`src/conflict_pkg.sv`:
```
`default_nettype none

package conflict_pkg;

    // Widths of the transaction fields and the statistics counters
    localparam int DEP_WIDTH   = 64;
    localparam int OWNER_WIDTH = 64;
    localparam int COUNT_WIDTH = 32;

    typedef logic [OWNER_WIDTH-1:0] owner_id_t;
    typedef logic [DEP_WIDTH-1:0]   dep_vec_t;
    typedef logic [COUNT_WIDTH-1:0] count_t;

    // One transaction as it enters the checker
    typedef struct packed {
        owner_id_t owner;
        dep_vec_t  read_deps;
        dep_vec_t  write_deps;
    } txn_t;

    // Checked transaction with its conflict flags
    typedef struct packed {
        txn_t txn;
        logic raw;
        logic waw;
        logic war;
        logic has_conflict;
    } result_t;

    // Counters kept across batches, cleared only by reset
    typedef struct packed {
        count_t raw_count;
        count_t waw_count;
        count_t war_count;
        count_t filter_hits;
    } stats_t;

endpackage

`default_nettype wire

```
`src/txn_ingress.sv`:
```
`timescale 1ns/1ns
`default_nettype none

module txn_ingress
    import conflict_pkg::*;
#(
    parameter int IN_DEPTH = 4
) (
    input  wire logic clk,
    input  wire logic rst_n,
    input  wire logic in_valid,
    input  wire txn_t in_txn,
    input  wire logic pop,
    output logic      in_credit,
    output txn_t      head,
    output logic      not_empty
);

    localparam int PW = (IN_DEPTH > 1) ? $clog2(IN_DEPTH) : 1;
    localparam int CW = $clog2(IN_DEPTH + 1);

    txn_t           mem [IN_DEPTH];
    logic [PW-1:0]  wr_ptr;
    logic [PW-1:0]  rd_ptr;
    logic [CW-1:0]  count;
    logic           full;
    logic           push;
    logic           do_pop;

    // Pointer wrap that also works for depths that are not a power of two
    function automatic logic [PW-1:0] next_ptr(input logic [PW-1:0] ptr);
        logic [PW-1:0] nxt;
        if (ptr == PW'(IN_DEPTH - 1)) begin
            nxt = '0;
        end else begin
            nxt = ptr + 1'b1;
        end
        return nxt;
    endfunction

    assign full      = (count == CW'(IN_DEPTH));
    assign not_empty = (count != '0);
    assign head      = mem[rd_ptr];

    // Upstream only sends under credit, so a full FIFO never sees a push
    assign push   = in_valid && !full;
    assign do_pop = pop && not_empty;

    // Storage array
    always_ff @(posedge clk) begin
        if (push) begin
            mem[wr_ptr] <= in_txn;
        end
    end

    always_ff @(posedge clk or negedge rst_n) begin
        if (!rst_n) begin
            wr_ptr    <= '0;
            rd_ptr    <= '0;
            count     <= '0;
            in_credit <= 1'b0;
        end else begin
            if (push) begin
                wr_ptr <= next_ptr(wr_ptr);
            end
            if (do_pop) begin
                rd_ptr <= next_ptr(rd_ptr);
            end
            case ({push, do_pop})
                2'b10:   count <= count + 1'b1;
                2'b01:   count <= count - 1'b1;
                default: count <= count;
            endcase
            // One credit goes back upstream for every entry that leaves
            in_credit <= do_pop;
        end
    end

endmodule

`default_nettype wire

```
`src/dependency_checker.sv`:
```
`timescale 1ns/1ns
`default_nettype none

module dependency_checker
    import conflict_pkg::*;
(
    input  wire logic clk,
    input  wire logic rst_n,
    input  wire txn_t head,
    input  wire logic not_empty,
    input  wire logic credit_avail,
    input  wire logic batch_completed,
    output logic      pop,
    output logic      res_valid,
    output result_t   res,
    output stats_t    stats
);

    // Read and write sets gathered from committed transactions of this batch
    dep_vec_t read_set;
    dep_vec_t write_set;

    logic raw_hit;
    logic waw_hit;
    logic war_hit;
    logic any_hit;

    // A check needs both an entry and a free downstream credit
    assign pop = not_empty && credit_avail;

    // Reads against batch writes
    assign raw_hit = |(head.read_deps & write_set);
    // Writes against batch writes
    assign waw_hit = |(head.write_deps & write_set);
    // Writes against batch reads
    assign war_hit = |(head.write_deps & read_set);

    assign any_hit = raw_hit || waw_hit || war_hit;

    // Result payload
    always_ff @(posedge clk) begin
        if (pop) begin
            res.txn          <= head;
            res.raw          <= raw_hit;
            res.waw          <= waw_hit;
            res.war          <= war_hit;
            res.has_conflict <= any_hit;
        end
    end

    always_ff @(posedge clk or negedge rst_n) begin
        if (!rst_n) begin
            res_valid <= 1'b0;
        end else begin
            res_valid <= pop;
        end
    end

    // Batch sets
    always_ff @(posedge clk or negedge rst_n) begin
        if (!rst_n) begin
            read_set  <= '0;
            write_set <= '0;
        end else if (batch_completed) begin
            // Clear wins over a commit in the same cycle
            read_set  <= '0;
            write_set <= '0;
        end else if (pop && !any_hit) begin
            read_set  <= read_set | head.read_deps;
            write_set <= write_set | head.write_deps;
        end
    end

    // Statistics survive batch boundaries
    always_ff @(posedge clk or negedge rst_n) begin
        if (!rst_n) begin
            stats <= '0;
        end else if (pop) begin
            if (raw_hit) begin
                stats.raw_count <= stats.raw_count + count_t'(1);
            end
            if (waw_hit) begin
                stats.waw_count <= stats.waw_count + count_t'(1);
            end
            if (war_hit) begin
                stats.war_count <= stats.war_count + count_t'(1);
            end
            // Counted once per transaction, whatever the number of kinds
            if (any_hit) begin
                stats.filter_hits <= stats.filter_hits + count_t'(1);
            end
        end
    end

endmodule

`default_nettype wire

```
`src/txn_egress.sv`:
```
`timescale 1ns/1ns
`default_nettype none

module txn_egress
    import conflict_pkg::*;
#(
    parameter int OUT_CREDITS = 2
) (
    input  wire logic    clk,
    input  wire logic    rst_n,
    input  wire logic    res_valid,
    input  wire result_t res,
    input  wire logic    out_credit,
    output logic         credit_avail,
    output logic         out_valid,
    output result_t      out_result
);

    localparam int CW = $clog2(OUT_CREDITS + 1);

    logic [CW-1:0] credit_cnt;

    // A result still sitting in the checker stage already owns one credit
    assign credit_avail = (credit_cnt > CW'(res_valid));

    // Downstream credit counter
    always_ff @(posedge clk or negedge rst_n) begin
        if (!rst_n) begin
            credit_cnt <= CW'(OUT_CREDITS);
        end else begin
            case ({res_valid, out_credit})
                2'b10:   credit_cnt <= credit_cnt - 1'b1;
                2'b01:   credit_cnt <= credit_cnt + 1'b1;
                default: credit_cnt <= credit_cnt;
            endcase
        end
    end

    // Output payload
    always_ff @(posedge clk) begin
        if (res_valid) begin
            out_result <= res;
        end
    end

    always_ff @(posedge clk or negedge rst_n) begin
        if (!rst_n) begin
            out_valid <= 1'b0;
        end else begin
            out_valid <= res_valid;
        end
    end

endmodule

`default_nettype wire

```
`src/conflict_checker_top.sv`:
```
`timescale 1ns/1ns
`default_nettype none

module conflict_checker_top
    import conflict_pkg::*;
#(
    parameter int IN_DEPTH    = 4,
    parameter int OUT_CREDITS = 2
) (
    input  wire logic clk,
    input  wire logic rst_n,
    input  wire logic in_valid,
    input  wire txn_t in_txn,
    input  wire logic out_credit,
    input  wire logic batch_completed,
    output logic      in_credit,
    output logic      out_valid,
    output result_t   out_result,
    output stats_t    stats
);

    // Ingress to checker
    txn_t    head;
    logic    not_empty;
    logic    pop;

    // Checker to egress
    logic    credit_avail;
    logic    res_valid;
    result_t res;

    txn_ingress #(
        .IN_DEPTH (IN_DEPTH)
    ) ingress_i (
        .clk       (clk),
        .rst_n     (rst_n),
        .in_valid  (in_valid),
        .in_txn    (in_txn),
        .pop       (pop),
        .in_credit (in_credit),
        .head      (head),
        .not_empty (not_empty)
    );

    dependency_checker checker_i (
        .clk             (clk),
        .rst_n           (rst_n),
        .head            (head),
        .not_empty       (not_empty),
        .credit_avail    (credit_avail),
        .batch_completed (batch_completed),
        .pop             (pop),
        .res_valid       (res_valid),
        .res             (res),
        .stats           (stats)
    );

    txn_egress #(
        .OUT_CREDITS (OUT_CREDITS)
    ) egress_i (
        .clk          (clk),
        .rst_n        (rst_n),
        .res_valid    (res_valid),
        .res          (res),
        .out_credit   (out_credit),
        .credit_avail (credit_avail),
        .out_valid    (out_valid),
        .out_result   (out_result)
    );

endmodule

`default_nettype wire

```
`config.mk`:
```
export PLATFORM = sky130hd
export DESIGN_NAME = conflict_checker_top
export DESIGN_NICKNAME = d
export VERILOG_FILES = /design/src/conflict_pkg.sv /design/src/txn_ingress.sv /design/src/dependency_checker.sv /design/src/txn_egress.sv /design/src/conflict_checker_top.sv
export SDC_FILE = /design/constraint.sdc
export NUM_CORES = 1
export LEC_CHECK = 0
export BUFFER_PORTS_ARGS = -buffer_cell sky130_fd_sc_hd__clkbuf_2
export CORE_MARGIN = 2
export CORE_UTILIZATION = 59
export DETAILED_ROUTE_END_ITERATION = 6
export GPL_TIMING_DRIVEN = 0
export PLACE_DENSITY_LB_ADDON = 0.3
export SLEW_MARGIN = 20
export SYNTH_ARGS = -nofsm -noshare
export SYNTH_HDL_FRONTEND = slang
export SYNTH_SLANG_ARGS = --single-unit
```
`constraint.sdc`:
```
create_clock -name clk -period 13.05 [get_ports clk]
set_clock_uncertainty 0.2 [all_clocks]
set_input_delay 1.305 -clock clk [delete_from_list [all_inputs] [get_ports clk]]
set_output_delay 1.305 -clock clk [all_outputs]
set_load 0.02 [all_outputs]
```
==> flow_summary.yaml <==
detailed_routing:
  route.vias.total: 31100
  routed_via_density: 6.22
  drt_iter0_drc: 4490
  antenna_left: 0
  firstDrtPassIters: 7
  wl_um: 151000
  drt-wirelength-per-cell_um: 30.3
  route.detailed.drc: 1
place:
  globalplace.congestion: 1.07
  post-dp-hpwl_um: 106000
  portBuffers: 521
setup_path:
  timing.rr.start: "ingress_i.rd_ptr[1]"
  cpMostUsedCell: "buf_2"
  worstPathCellList: "buf_2 -> buf_2 -> buf_4 -> buf_2 -> buf_2 -> mux2i_1 -> o22ai_1 -> a2111oi_0 -> o2111ai_1 -> a2111oi_2 -> nand2_1 -> nor4b_2 -> buf_2 -> buf_4 -> a21oi_1 -> nor2_1"
  worst_path_max_delay_cell: "a2111oi_0"
  timing.rr.end: "checker_i.read_set[52]"
  critPathLaunchType: "flop"
  path_class: "reg -> reg"
  cp-startpoint: "ingress_i.rd_ptr[1]"
  max_stage_delay_ps: 970
  crit_fanout: 10
  cp-end-kind: "flop"
  critical_path_arrival_ps: 7320
  setup.worst_path.end: "checker_i.read_set[52]"
  reg2regPathDepth: 16
  crit_required_ps: 13510
  r2r_slack_ps: 6190
global_route:
  grt_max_degree: 92
  grtUsageTotal_pct: 32.7
  antenna_found_initial: 29
  overflow: 0
  grt_pass1_vias: 30500
  grt_pass1_wl_um: 214000
power_and_ir_drop:
  p_leak_nw: 23.7
  swShare_pct: 36.1
  vdd_drop_max_uv: 223
  powerDensity_nw_per_um2: 263
  switchingPower_mw: 5.98
  p_int_mw: 10.6
  seqPwrFrac_pct: 43.5
  pwr-share-clk_pct: 24.4
  p_comb_share_pct: 32.2
synthesis:
  synth-xor-area-share_pct: 2.13
  synth_warnings: 0
  synth_fa_ha_area_share_pct: 0.318
  synth_edf_count: 1160
  synth.area.top_cells: "edfxtp_1, dfrtp_1, mux4_2, mux2_2, nor2_1"
  syn_avg_cell_area_um2: 17.8
  synthCells: 2997
  netlist_area_um2: 53500
  synth_top_cell_area_share_pct: 65.1
  seq_area_frac_synth_pct: 77.6
  synthMuxAreaShare_pct: 9.49
  synth-seq-cells: 1427
  yosys.cell_types.count: 58
  yosys.area_share.simple_pct: 5.27
  synthArstFlopShare_pct: 18.7
  synth_top_family_by_area: "multiplexers"
  synth-compound-area-share_pct: 3.70
  synth_nets: 3207
  netlist.top_cell.by_area: "edfxtp_1"
  synth_ff_type: "edfxtp_1"
final_layout:
  drive_gt1_share_pct: 28.1
  syn_to_final_growth_pct: 17.7
  layout_commonest_cell: "edfxtp_1"
  nFillCells: 5751
  layout_common_cells: "edfxtp_1, clkbuf_2, nor2_1, dfrtp_1, a21oi_1"
  layout.nets: 3898
floorplanning:
  pin_count: 523
  die_y_um: 305
  die-area_um2: 93100
  start_util_pct: 59.5
  fp.dieW_um: 305
  rows: 110
  coreArea_um2: 89900
timing:
  holdWs_ps: 209
  min_period_ps: 6860
  finalSetupViolCount: 0
  fin_tns_setup_ps: 0
  slew_violations: 0
  tightest_slew_ps: 1240
  hold_viol: 0
  slew_headroom_pct: 17.5
  fmax_ghz: 0.146
  rsz0062_at_grt: "false"
  period_share_pct: 52.6
clocking:
  clockRootBuffer: "clkbuf_16"
  post-cts-setup-buffers: 0
  cts.path.max_buffers: 3
  cts.sinks: 1427
  htree_levels: 4
  numCtsBuffers: 142
  clk_latency_ps: 770
  clk_pin_slew_worst_paths_ps: 60
  cts_hold_buf: 0
  cts_resized: 0
  cts_tree: "done"
hold_path:
  hold_class: "reg -> reg"
outcome:
  status: "finished, violations left"
  violations: "DRC"
flow_run:
  max_cap_viol_count: 0
-- worst min path at each step --
| stage | start | end | cells past startpoint |
|---|---|---|---|
| after global placement | checker_i.res[142] | egress_i.out_result[142] | 0 |
| after detailed placement | checker_i.res[103] | egress_i.out_result[103] | 0 |
| after CTS | checker_i.res[45] | egress_i.out_result[45] | 0 |
| final | checker_i.res[67] | egress_i.out_result[67] | 0 |
| after floorplan | checker_i.res[0] | egress_i.out_result[0] | 0 |
| after global routing | checker_i.res[45] | egress_i.out_result[45] | 0 |
-- cell families (layout without fill, tap and decap cells) --
kind of cell / Yosys count / count (layout)
compound gates: 303 / 303
xor+xnor: 130 / 130
fa+ha+maj: 13 / 13
buf+inv: 168 / 974
flops: 1427 / 1427
mux: 336 / 336
other cells: 0 / 14
simple gates: 620 / 620
-- worst max-delay path, delay by kind of cell (launching register included) --
family | cells | cell delay (ps)
buffers and inverters | 7 | 2600
AND/OR/NAND/NOR | 3 | 880
flip-flops | 1 | 350
multiplexers | 1 | 350
AO/OA/AOI/OAI | 5 | 2360
-- per-layer routing --
layer	track usage, %	routed length, um
met1	41.6	54300
met3	11.7	18300
met4	16.4	8330
met5	0	169
met2	50.2	70400
-- layout make-up --
cell class | count | area, um2 | share of cell area [%]
tap | 1176 | 1470 | 2.34
buffer | 114 | 588 | 0.934
clock inverter | 65 | 671 | 1.07
multi-input combinational | 1402 | 11200 | 17.8
sequential | 1427 | 41500 | 66.0
antenna | 14 | 35.0 | 0.0557
timing repair buffer | 547 | 3300 | 5.25
inverter | 54 | 210 | 0.334
clock buffer | 194 | 3940 | 6.25
-- synthesized netlist by cell type, types with 35 or more instances --
master    count
xor2_1       82
mux4_2      124
nand2_1      90
a22oi_1      48
nor2_1      316
nand3_1      66
clkbuf_1     41
buf_2        35
dfrtp_1     266
mux2_2      127
xnor2_1      48
a21oi_1     149
inv_1        54
mux2i_1      85
edfxtp_1   1160
-- per-stage QoR --
stage	instances	total power [mW]	setup slack, ps	util [%]	area, um2
6_report	4993	16.6	6190	70.0	62900
5_1_grt	4991	17.1	6280	70.0	62900
4_1_cts	4979	16.5	6380	70.0	62900
3_5_place_dp	4720	12.5	6410	64.9	58300
3_3_place_gp	4694	12.6	-3100	64.0	57600
2_1_floorplan	2997	10.2	1790	-	53500
-- power by group through the flow --
stage               sequential [mW]  clock (mW)  combinational, mW
finish                         7.21        4.04               5.33
global route                   7.31        4.25               5.51
CTS                            7.20        4.07               5.26
detailed placement             7.27           0               5.23
global placement               7.75           0               4.88
floorplan                      7.88           0               2.36
-- flip-flops by register name (all words and copies together) (netlist names) --
name	flops
checker_i.read_set	64
checker_i.res	196
checker_i.res_valid	1
checker_i.stats	128
checker_i.write_set	64
egress_i.credit_cnt	2
egress_i.out_result	196
egress_i.out_valid	1
ingress_i.count	3
ingress_i.mem	768
ingress_i.rd_ptr	2
ingress_i.wr_ptr	2
Note: power is estimated with default switching activity, not from simulation.
